==> src/design/fb_pkg.sv <==
`default_nettype none

package fb_pkg;

	// ====================
	// Pixel and bus types
	// ====================
	typedef logic [23:0] pixel_t;     // 8:8:8 RGB
	typedef logic [13:0] wb_addr_t;   // Bit 13 picks the buffer
	typedef logic [11:0] coord_t;     // Raster x or y

	localparam int tile_idx_w = 13;   // Tile index inside one buffer
	typedef logic [tile_idx_w-1:0] tile_idx_t;

	// ====================
	// 640x480 at 60 Hz
	// ====================
	localparam int h_active = 640;
	localparam int h_front  = 16;
	localparam int h_sync   = 96;     // hs low for this many clocks
	localparam int h_back   = 48;
	localparam int h_total  = 800;

	localparam int v_active = 480;
	localparam int v_front  = 10;
	localparam int v_sync   = 2;      // vs low for this many lines
	localparam int v_back   = 33;
	localparam int v_total  = 525;

	// Stored frame is one word per 8x8 screen block
	localparam int tile_shift      = 3;
	localparam int tiles_x         = 80;
	localparam int tiles_y         = 60;
	localparam int tiles_per_frame = 4800;
	localparam int ram_depth       = 1 << 14;   // Two buffers on a 13-bit index

	localparam pixel_t color_red  = 24'hFF0000;
	localparam pixel_t color_blue = 24'h0000FF;

endpackage

`default_nettype wire
==> src/design/fb_ifs.sv <==
`default_nettype none

// ====================
// Wishbone classic
// ====================
interface wb_if import fb_pkg::*; ();
	logic     cyc;      // Bus cycle in progress
	logic     stb;      // Valid transfer
	logic     we;       // 1 = write
	wb_addr_t adr;
	pixel_t   dat_w;    // Master to slave
	pixel_t   dat_r;    // Slave to master
	logic     ack;      // One cycle per transfer

	modport master (
		output cyc, stb, we, adr, dat_w,
		input  dat_r, ack
	);

	modport slave (
		input  cyc, stb, we, adr, dat_w,
		output dat_r, ack
	);
endinterface

// ====================
// Raster position
// ====================
interface raster_if import fb_pkg::*; ();
	coord_t x;              // Current column
	coord_t y;              // Current line
	logic   de;             // Inside the 640x480 window
	logic   hs;             // Active low
	logic   vs;             // Active low
	logic   vblank_start;   // First clock of line 480

	modport source (output x, y, de, hs, vs, vblank_start);
	modport sink   (input x, y, de, hs, vs, vblank_start);
endinterface

`default_nettype wire

==> src/design/pattern_writer.sv <==
`default_nettype none

module pattern_writer import fb_pkg::*; (
	input  logic    clk_25_2m,
	input  logic    reset,
	raster_if.sink  raster,
	wb_if.master    bus,
	output logic    front_sel
);

	logic      cyc_q;       // Write outstanding
	logic      fill_done;   // Back buffer complete
	logic      parity;      // Pattern phase of the current fill
	logic      row_odd;     // Tile row parity
	coord_t    tx;          // Tile column
	tile_idx_t idx;         // Tile index, row by row
	logic      last_tile;

	assign last_tile = (idx == tile_idx_t'(tiles_per_frame - 1));

	// ====================
	// Fill and swap
	// ====================
	always_ff @(posedge clk_25_2m) begin
		if (!reset) begin
			front_sel <= 1'b0;   // Show buffer 0, fill buffer 1
			parity    <= 1'b0;
			fill_done <= 1'b0;
			cyc_q     <= 1'b0;
			tx        <= '0;
			row_odd   <= 1'b0;
			idx       <= '0;
		end else if (raster.vblank_start && fill_done) begin
			front_sel <= ~front_sel;   // Back buffer goes on screen
			parity    <= ~parity;
			fill_done <= 1'b0;
			tx        <= '0;
			row_odd   <= 1'b0;
			idx       <= '0;
		end else if (cyc_q) begin
			if (bus.ack) begin
				cyc_q <= 1'b0;   // Idle one clock so the display can get in
				idx   <= idx + 1'b1;
				if (last_tile)
					fill_done <= 1'b1;
				if (tx == coord_t'(tiles_x - 1)) begin
					tx      <= '0;
					row_odd <= ~row_odd;
				end else begin
					tx <= tx + 1'b1;
				end
			end
		end else if (!fill_done) begin
			cyc_q <= 1'b1;
		end
	end

	// Request fields only move on ack, so they stay stable for the bus
	assign bus.cyc   = cyc_q;
	assign bus.stb   = cyc_q;
	assign bus.we    = 1'b1;
	assign bus.adr   = {~front_sel, idx};   // Always the back buffer
	assign bus.dat_w = (tx[0] ^ row_odd ^ parity) ? color_blue : color_red;

endmodule

`default_nettype wire

==> src/flat_wrapper.sv <==
// flat-port wrapper written by rule: the top's interface ports become plain ports
module pattern_writer_flat import fb_pkg::*;
  (clk_25_2m, reset, front_sel, raster_x, raster_y, raster_de, raster_hs, raster_vs, raster_vblank_start, bus_cyc, bus_stb, bus_we, bus_adr, bus_dat_w, bus_dat_r, bus_ack);
  raster_if raster_i ();
  wb_if bus_i ();
  input  logic clk_25_2m;
  input  logic reset;
  output logic front_sel;
  input wire logic [$bits(raster_i.x)-1:0] raster_x;
  input wire logic [$bits(raster_i.y)-1:0] raster_y;
  input wire logic [$bits(raster_i.de)-1:0] raster_de;
  input wire logic [$bits(raster_i.hs)-1:0] raster_hs;
  input wire logic [$bits(raster_i.vs)-1:0] raster_vs;
  input wire logic [$bits(raster_i.vblank_start)-1:0] raster_vblank_start;
  output wire logic [$bits(bus_i.cyc)-1:0] bus_cyc;
  output wire logic [$bits(bus_i.stb)-1:0] bus_stb;
  output wire logic [$bits(bus_i.we)-1:0] bus_we;
  output wire logic [$bits(bus_i.adr)-1:0] bus_adr;
  output wire logic [$bits(bus_i.dat_w)-1:0] bus_dat_w;
  input wire logic [$bits(bus_i.dat_r)-1:0] bus_dat_r;
  input wire logic [$bits(bus_i.ack)-1:0] bus_ack;
  assign raster_i.x = raster_x;
  assign raster_i.y = raster_y;
  assign raster_i.de = raster_de;
  assign raster_i.hs = raster_hs;
  assign raster_i.vs = raster_vs;
  assign raster_i.vblank_start = raster_vblank_start;
  assign bus_cyc = bus_i.cyc;
  assign bus_stb = bus_i.stb;
  assign bus_we = bus_i.we;
  assign bus_adr = bus_i.adr;
  assign bus_dat_w = bus_i.dat_w;
  assign bus_i.dat_r = bus_dat_r;
  assign bus_i.ack = bus_ack;
  pattern_writer u_core (.clk_25_2m(clk_25_2m), .reset(reset), .raster(raster_i), .bus(bus_i), .front_sel(front_sel));
endmodule
==> config.mk <==
export PLATFORM = sky130hd
export DESIGN_NAME = pattern_writer_flat
export DESIGN_NICKNAME = d
export VERILOG_FILES = /design/src/design/fb_pkg.sv /design/src/design/fb_ifs.sv /design/src/design/pattern_writer.sv /design/src/flat_wrapper.sv
export SDC_FILE = /design/constraint.sdc
export NUM_CORES = 1
export LEC_CHECK = 0
export BUFFER_PORTS_ARGS = -buffer_cell sky130_fd_sc_hd__buf_4
export CORE_UTILIZATION = 30
export CTS_CLUSTER_SIZE = 24
export DETAILED_ROUTE_END_ITERATION = 6
export GPL_TIMING_DRIVEN = 0
export SETUP_SLACK_MARGIN = 0.2
export SKIP_CTS_REPAIR_TIMING = 1
export SLEW_MARGIN = 20
export SYNTH_ARGS = -nofsm -noshare
export SYNTH_HDL_FRONTEND = slang
export SYNTH_SLANG_ARGS = --single-unit
==> constraint.sdc <==
create_clock -name clk_25_2m -period 1.95 [get_ports clk_25_2m]
set_input_delay 0.195 -clock clk_25_2m [delete_from_list [all_inputs] [get_ports clk_25_2m]]
set_output_delay 0.195 -clock clk_25_2m [all_outputs]
set_load 0.03 [all_outputs]
### After elaboration in Yosys (flattened, before gate mapping)

Cells that the tools add are included.

| operators by class | value |
|---|---|
| multiplexer cells | 5 |
| bitwise logic cells | 6 |
| add/subtract/negate cells | 2 |
| reductions and logical operators | 5 |
| eq/ne operators | 2 |

Operator list:

| operator | count |
|---|---|
| $mux 24 | 1 |
| $add 13x1->13 const B | 1 |
| $eq 13x13->1 const B | 1 |
| $add 12x1->12 const B | 1 |
| $eq 12x7->1 const B | 1 |
| $mux 12 | 1 |
| $reduce_and 3->1 | 2 |
| $not 1->1 | 4 |
| $mux 1 | 3 |
| $reduce_and 2->1 | 1 |
| $reduce_or 2->1 | 1 |
| $xor 1x1->1 | 2 |
| $logic_and 1x1->1 | 1 |

| word-level totals | value |
|---|---|
| logic and storage cells | 27 |
| flip-flop bits (word level) | 30 |
| output and inout port bits | 42 |

### Depth between registers and ports, before layout

Gate-level depths: netlist of run 1.

| logic depth | value |
|---|---|
| depth in word-level cells | 3 |
| depth in mapped cells | 6 |

### Worst setup path before layout of run 1

No wires, ideal clock.

| timing path | value |
|---|---|
| path type | reg-to-output |
| start | register u_core.parity |
| end | output port bus_dat_w[17] |
| data required time | 1.755 ns |
| buffers on the path | 1 |
| cell stages (with the launch flop) | 5 |
| slack | -0.292 ns |
| arrival | 2.047 ns |
| cells stage by stage | dfxtp_1 -> xnor2_1 -> xnor2_1 -> inv_1 -> buf_4 |

| between the ends | value |
|---|---|
| longest elaborated chain between the ends | 2 |

RTL lines:

| item | line | RTL |
|---|---|---|
| from (decl) | pattern_writer.sv:13 | `logic parity;` |
| from (signal assigned) | pattern_writer.sv:35 | `parity <= ~parity;` |
| $xor 1x1->1 | pattern_writer.sv:63 | `assign bus.dat_w = (tx[0] ^ row_odd ^ parity) ? color_blue : color_red;` |
| $mux 24 | pattern_writer.sv:63 |  |
| to (decl) | flat_wrapper.sv:19 | `output wire logic [$bits(bus_i.dat_w)-1:0] bus_dat_w;` |

No other way between the ends.

### Worst setup path in the final report of run 1

| timing path | value |
|---|---|
| start | register u_core.tx[0] |
| end | register u_core.tx[6] |

| between the ends | value |
|---|---|
| longest elaborated chain between the ends | 2 |
| elaborated cells on any way between the ends | 3 |
| those cells by class | 1 x add/sub; 1 x eq/ne; 1 x mux |

RTL lines:

| item | line | RTL |
|---|---|---|
| from (decl) | pattern_writer.sv:15 | `coord_t tx;` |
| from (signal assigned) | pattern_writer.sv:50 | `tx <= tx + 1'b1;` |
| $add 12x1->12 / $eq 12x7->1 (equally long branches) | pattern_writer.sv:50, pattern_writer.sv:46 |  |
| $mux 12 * | pattern_writer.sv:46 | `if (tx == coord_t'(tiles_x - 1)) begin` |

Mark *: on every way between the ends. The rest lies on a longest branch, timed or not.
A chain may end at the register's enable or synchronous reset.

==> summary.md, run 1 <==
| Metric | Value |
|---|---|
| Global-route wire length before repair | `4730 µm` |
| Routed len/inst | `9.96 µm` |
| Cell variety after synth | `29` |
| Kind of launch point of the worst setup path | `flop` |
| Fraction of power spent switching nets | `28.3%` |
| Num CTS Buffers | `5` |
| DPL Wire Length | `2210 µm` |
| Count of boundary I/O pins | `97` |
| Number of enable flip-flop cells after synthesis | `0` |
| Fraction of layout cells with a size suffix above 1 | `33.0%` |
| Max capacitance violation total | `0` |
| Total placed instance area | `1920 µm²` |
| Ant diodes | `0` |
| Internal power consumption | `0.00100 W` |
| Register clock-pin slew on the reported worst setup and hold paths | `0.07 ns` |
| Maximum net fanout on the critical path | `4` |
| Number of synthesized register bits | `30` |
| Final cycle utilization of the critical path | `83.3%` |
| Area of the mapped netlist | `1530 µm²` |
| Leading post-synthesis cells by cell area | `sky130_fd_sc_hd__dfxtp_1 39%, sky130_fd_sc_hd__buf_4 12%, sky130_fd_sc_hd__xnor2_1 11%` |
| Sequential-to-total area share from yosys stat | `39.2%` |
| Final non-filler cell total | `300` |
| Critical path's slowest cell | `sky130_fd_sc_hd__or4_2` |
| Setup skew after layout | `0.00635 ns` |
| Synth top area share | `39.2%` |
| Post-placement worst setup slack | `0.210 ns` |
| Number of endpoints with negative hold slack in the final report | `0` |
| Initial core utilization | `31.8%` |
| Critical path capture point type | `flop` |
| Post-route DRC | `0` |
| Maximum clock frequency | `616 MHz` |
| # port buffers | `36` |
| Number of synthesis warnings | `0` |
| Post-synth top area cell | `sky130_fd_sc_hd__dfxtp_1` |
| H-tree depth | `2` |
| Total net switching power | `0.000395 W` |
| Number of failing setup endpoints in the final timing report | `0` |
| Synthesized netlist cell count | `181` |
| Area delta synth->final | `32.1%` |
| Vias after detailed routing | `1285` |
| Cell row count | `25` |
| TritonRoute pass-1 iters | `4` |
| Peak supply drop | `0.000461 V` |
| CTS tree | `built` |
| Pwr per Cell Area | `691 nW/µm²` |
| Drt via density | `4.28` |
| Die Ht | `73.5 µm` |
| Fraction of power consumed by the clock network | `37.7%` |
| DP Cell Count | `291` |
| Bufs on Longest Clock Path | `2` |
| Data required time of the critical path | `2.16 ns` |
| Async set-reset flop share out of synthesis | `0%` |
| Die Area | `5390 µm²` |
| Final Slew Violations | `0` |
| RSZ-0062 raised after global routing | `false` |
| Synth Area per Inst | `8.46 µm²` |
| Aggregate global routing overflow | `0` |
| Hold/Removal Path Class | `input pin to flop` |
| Root buffer cell | `sky130_fd_sc_hd__clkbuf_8` |
| Type of the setup path with the least slack | `flop to flop` |
| Number of antenna violations at the first check in global routing | `0` |
| Total Routing Usage GR | `11.7%` |
| Clock Latency Late Sink | `0.29 ns` |
| Chain of cells forming the critical path | `ha_1 -> nand2_1 -> or4_2 -> a21oi_1` |
| Routed wire length | `2990 µm` |
| Result of the run | `complete, no violations` |
| Gp weighted congestion | `0.768` |
| Sequential group share of total power | `45.1%` |
| PnR worst setup slack | `0.326 ns` |
| Combinational power share | `17.2%` |
| Largest net degree at the start of global routing | `11` |
| Number of inserted filler cells in the final layout | `518` |
| Total number of clock tree sinks | `30` |
| Area of the placeable core | `4820 µm²` |
| Total Neg Setup Slack | `0 ns` |
| Worst endpoint data arrival time | `1.84 ns` |
| Worst path max stage delay | `0.61 ns` |
| Fin area | `2020 µm²` |
| Final-stage net count | `289` |
| Most used flip-flop cell after synthesis | `sky130_fd_sc_hd__dfxtp_1` |
| Post-detailed-route count of antenna-violating nets | `0` |
| Leakage power total | `0.818 nW` |
| Die Span X | `73.5 µm` |
| Final Critical Period | `1.62 ns` |
| First-iteration detailed-routing DRC count | `16` |
| Number of global-route vias before repair | `1011` |
worst max-delay path: cells and delay by family (launching register included):
family	cells	cell delay (ns)
adders and majority gates	1	0.23
AOI/OAI and AO/OA	1	0.16
DFF	1	0.43
and+or+nand+nor	2	0.73
path summary, 6_finish.rpt:
kind                                   end                 startpoint  cells after the start  slack [ns]
max              u_core.tx[6]$_SDFFE_PP0P_  u_core.tx[0]$_SDFFE_PP0P_                      4        0.33
min          u_core.front_sel$_SDFFE_PN0P_                      reset                      2        0.14
max reg2reg      u_core.tx[6]$_SDFFE_PP0P_  u_core.tx[0]$_SDFFE_PP0P_                      4        0.33
min reg2reg      u_core.tx[1]$_SDFFE_PP0P_  u_core.tx[1]$_SDFFE_PP0P_                      2        0.48
through the flow:
step	hold WS, ns	power [W]	utilization [%]
2_1_floorplan	0.317	0.000815	-
3_3_place_gp	0.438	0.000881	39.8
5_1_grt	0.153	0.00145	42.0
3_5_place_dp	0.442	0.000883	39.8
4_1_cts	0.137	0.00141	41.8
6_report	0.145	0.00140	42.0
Yosys cell counts, types with 5 or more instances:
| cell | number |
|---|---|
| sky130_fd_sc_hd__a21oi_1 | 7 |
| sky130_fd_sc_hd__nand3_1 | 7 |
| sky130_fd_sc_hd__nor4_1 | 7 |
| sky130_fd_sc_hd__xor2_1 | 5 |
| sky130_fd_sc_hd__xnor2_1 | 20 |
| sky130_fd_sc_hd__nor3_1 | 5 |
| sky130_fd_sc_hd__dfxtp_1 | 30 |
| sky130_fd_sc_hd__buf_4 | 24 |
| sky130_fd_sc_hd__nor2_1 | 25 |
| sky130_fd_sc_hd__nand4_1 | 5 |
| sky130_fd_sc_hd__nand2_1 | 17 |
| sky130_fd_sc_hd__inv_1 | 6 |
cells by family (layout without fill, tap and decap cells):
kind of cell | count (synthesis) | count (layout) | synth area share, %
compound gates | 11 | 11 | 3.92
xor+xnor | 25 | 25 | 14.3
fa+ha+maj | 2 | 2 | 1.63
buf+inv | 33 | 78 | 14.5
flops | 30 | 30 | 39.2
other cells | 2 | 9 | 0.490
simple gates | 78 | 78 | 25.9
power by group through the flow:
stage,sequential (W),clock (W),combinational [W]
2_1_floorplan,0.000649,0,0.000166
3_3_place_gp,0.000643,0,0.000238
3_5_place_dp,0.000644,0,0.000239
4_1_cts,0.000630,0.000539,0.000239
5_1_grt,0.000631,0.000561,0.000256
6_report,0.000630,0.000528,0.000241
flip-flops by register name (all words and copies together), names as in the netlist:
name,cells
u_core.bus.cyc,1
u_core.fill_done,1
u_core.front_sel,1
u_core.idx,13
u_core.parity,1
u_core.row_odd,1
u_core.tx,12
layout make-up:
class	count	area (µm²)	share of cell area (%)
buffer	27	200	9.89
clock buffer	6	82.6	4.08
clock inverter	2	12.5	0.618
inverter	6	22.5	1.11
multi-input combinational	125	742	36.7
sequential	30	602	29.7
tap	67	83.8	4.14
timing repair buffer	37	278	13.7
metal layers:
layer  GRT usage (%)  vias up  wire, µm  share of wire [%]
met1            14.7      561      1480                 49
li1                -      672         -                  -
met5               0        -         0                  0
met2            17.0       44      1230                 41
met3            4.12        8       207                6.9
met4            7.05        0        77                2.6
cells in the final DEF (no fill, tap or decap), types with 6 or more instances in the layout:
master / instances
sky130_fd_sc_hd__buf_4: 61
sky130_fd_sc_hd__dfxtp_1: 29
sky130_fd_sc_hd__nor2_1: 25
sky130_fd_sc_hd__xnor2_1: 19
sky130_fd_sc_hd__nand2_1: 17
sky130_fd_sc_hd__conb_1: 9
sky130_fd_sc_hd__nor4_1: 7
sky130_fd_sc_hd__nand3_1: 7
sky130_fd_sc_hd__a21oi_1: 7
sky130_fd_sc_hd__clkbuf_8: 6
Power figures use the tool's default switching activity.
==> run 2: changes to the inputs <==
==> constraint.sdc (replaced) <==
create_clock -name clk_25_2m -period 1.51 [get_ports clk_25_2m]
set_input_delay 0.151 -clock clk_25_2m [delete_from_list [all_inputs] [get_ports clk_25_2m]]
set_output_delay 0.151 -clock clk_25_2m [all_outputs]
set_load 0.03 [all_outputs]
==> run 2 against run 1 <==
Net effect: the run now ends with negative setup slack left; utilization grew 8.4 points; critical endpoint is now bus_dat_w[2]; clock power grew 16%; sequential power grew 28%; largest cell class unchanged; combinational power grew 55%.
==> summary.md, run 2 (synthesis gave the netlist of run 1 again) <==
| Metric | Value |
|---|---|
| Result of the run | `finished, violations left (was complete, no violations)` |
| Violated checks | `negative setup slack` |
| Number of failing setup endpoints in the final timing report | `14 (was 0)` |
| TritonRoute pass-1 iters | `4 (unchanged)` |
| Die Area | `5390 µm² (unchanged)` |
| Routed len/inst | `10.7 µm (was 9.96 µm)` |
| CTS tree | `built (unchanged)` |
| Number of antenna violations at the first check in global routing | `0 (unchanged)` |
| # port buffers | `36 (unchanged)` |
| Worst setup slack for register-to-register paths | `0.10 ns (was 0.33 ns)` |
| Fraction of layout cells with a size suffix above 1 | `56.4% (was 33.0%)` |
| Data required time of the critical path | `1.36 ns (was 2.16 ns)` |
| Register clock-pin slew on the reported worst setup and hold paths | `0.07 ns (about the same)` |
| RSZ-0062 raised after global routing | `true (was false)` |
| Number of inserted filler cells in the final layout | `463 (was 518)` |
| Final Critical Period | `1.54 ns` |
| Kind of launch point of the worst setup path | `flop (unchanged)` |
| Vias after detailed routing | `1356 (was 1285)` |
| Post-route DRC | `0 (unchanged)` |
| Regs by FF count | `u_core.idx (13), u_core.tx (12) (unchanged)` |
| Final cycle utilization of the critical path | `102%` |
| Number of flip-flops in the largest register | `13 (unchanged)` |
| Final-stage net count | `299 (was 289)` |
| Maximum net fanout on the critical path | `8 (was 4)` |
| Aggregate global routing overflow | `0 (unchanged)` |
| Gp weighted congestion | `0.760 (was 0.768)` |
| Setup skew after layout | `0.00575 ns (was 0.00635 ns)` |
| Number of endpoints with negative hold slack in the final report | `0 (unchanged)` |
| First-iteration detailed-routing DRC count | `30 (was 16)` |
| Critical path capture point type | `output pin (was flop)` |
| Cell row count | `25 (unchanged)` |
| Total Neg Setup Slack | `-0.364 ns (was 0 ns)` |
| Total power | `0.00179 W (was 0.00140 W)` |
| Initial core utilization | `31.8% (unchanged)` |
| Critical register-to-register path startpoint | `u_core.tx[0]$_SDFFE_PP0P_ (unchanged)` |
| Type of the setup path with the least slack | `flop to output pin (was flop to flop)` |
| Maximum clock frequency | `648 MHz` |
| Total Routing Usage GR | `12.5% (was 11.7%)` |
| Die Span X | `73.5 µm (unchanged)` |
| Num CTS Buffers | `5 (unchanged)` |
| Most frequent cells in the layout | `59 x sky130_fd_sc_hd__buf_4, 18 x sky130_fd_sc_hd__xnor2_1, 17 x sky130_fd_sc_hd__nor2_1 (was 61 x sky130_fd_sc_hd__buf_4, 29 x sky130_fd_sc_hd__dfxtp_1, 25 x sky130_fd_sc_hd__nor2_1)` |
| Drt via density | `4.37 (was 4.28)` |
| Area of the placeable core | `4820 µm² (unchanged)` |
| Largest net degree at the start of global routing | `11 (unchanged)` |
| Pwr per Cell Area | `739 nW/µm² (was 691 nW/µm²)` |
| Hold Path Sink | `u_core.parity$_SDFFE_PN0P_ (was u_core.front_sel$_SDFFE_PN0P_)` |
| PnR worst setup slack | `-0.0329 ns (was 0.326 ns)` |
| Largest reg by FF count | `u_core.idx (unchanged)` |
| Number of cell instances on the worst register-to-register path | `6 (was 4)` |
| Leakage power total | `0.965 nW (was 0.818 nW)` |
| End of the worst register-to-register path | `u_core.tx[4]$_SDFFE_PP0P_ (was u_core.tx[6]$_SDFFE_PP0P_)` |
| Area delta synth->final | `58.5% (was 32.1%)` |
| Number of global-route vias before repair | `1145 (was 1011)` |
| Ant diodes | `0 (unchanged)` |
| Startpoint of the lowest-slack hold path | `reset (unchanged)` |
| Hold/Removal Path Class | `input pin to flop (unchanged)` |
| Bufs on Longest Clock Path | `2 (unchanged)` |
| Final Slew Violations | `0 (unchanged)` |
| Root buffer cell | `sky130_fd_sc_hd__clkbuf_8 (unchanged)` |
| Post-detailed-route count of antenna-violating nets | `0 (unchanged)` |
| Min-Delay Path Depth | `2 (unchanged)` |
| DPL Wire Length | `2190 µm (was 2210 µm)` |
| Worst endpoint data arrival time | `1.39 ns (was 1.84 ns)` |
| Clock Latency Late Sink | `0.28 ns (was 0.29 ns)` |
| Most common cell after layout, fill and taps aside | `sky130_fd_sc_hd__buf_4 (unchanged)` |
| Global-route wire length before repair | `5180 µm (was 4730 µm)` |
| Max capacitance violation total | `0 (unchanged)` |
| Worst slack on hold paths | `0.120 ns (was 0.145 ns)` |
| H-tree depth | `2 (unchanged)` |
| Routed wire length | `3330 µm (was 2990 µm)` |
| Die Ht | `73.5 µm (unchanged)` |
| Total number of clock tree sinks | `30 (unchanged)` |
| Count of boundary I/O pins | `97 (unchanged)` |
| Peak supply drop | `0.000400 V (was 0.000461 V)` |
## run 2: layout make-up
type	instances	area, µm²	area share (%)
multi-input combinational	125	978	40.3
sequential	30	644	26.5
timing repair buffer	47	384	15.8
buffer	27	230	9.48
tap	67	83.8	3.45
clock buffer	6	72.6	2.99
inverter	6	25.0	1.03
clock inverter	2	8.76	0.361
## run 2: how the worst max path moves through the flow
| stage | from | endpoint | cells past startpoint |
|---|---|---|---|
| 6_report | u_core.row_odd$_SDFFE_PP0P_ | bus_dat_w[2] | 5 |
| 5_1_grt | u_core.row_odd$_SDFFE_PP0P_ | bus_dat_w[21] | 5 |
| 4_1_cts | u_core.row_odd$_SDFFE_PP0P_ | bus_dat_w[18] | 5 |
| 3_5_place_dp | u_core.bus.cyc$_SDFFE_PN0N_ | u_core.tx[4]$_SDFFE_PP0P_ | 6 |
| 3_3_place_gp | u_core.bus.cyc$_SDFFE_PN0N_ | u_core.tx[10]$_SDFFE_PP0P_ | 6 |
| 2_1_floorplan | u_core.row_odd$_SDFFE_PP0P_ | bus_dat_w[17] | 4 |
## run 2: routing by layer
| metal | vias up | track usage, % | share of wire, % |
|---|---|---|---|
| li1 | 694 | - | - |
| met1 | 604 | 14.3 | 44 |
| met2 | 50 | 21.4 | 47 |
| met3 | 8 | 3.43 | 6.8 |
| met4 | 0 | 6.41 | 2.4 |
| met5 | - | 0 | 0 |
## run 2: power by group
part	switching (W)	internal [W]	total [W]
logic	0.000202	0.000172	0.000374
registers	0.0000150	0.000793	0.000808
clock network	0.000297	0.000316	0.000614
total	0.000515	0.00128	0.00179
## run 2: critical path, cell delays in order (launching register included)
cell                      delay (ns)
sky130_fd_sc_hd__dfxtp_2        0.35
sky130_fd_sc_hd__xnor2_4        0.21
sky130_fd_sc_hd__xnor2_4        0.16
sky130_fd_sc_hd__buf_12         0.15
sky130_fd_sc_hd__buf_4          0.09
sky130_fd_sc_hd__buf_4          0.14
## run 2: per-stage QoR
stage	instance area, µm²	setup slack, ns	cells	util [%]
final	2430	-0.0329	310	50.4
after global routing	2430	-0.0841	310	50.4
after CTS	2110	-0.159	299	43.8
after detailed placement	2030	0.0739	291	42.2
after global placement	2030	0.0699	291	42.2
after floorplan	1680	0.106	188	-
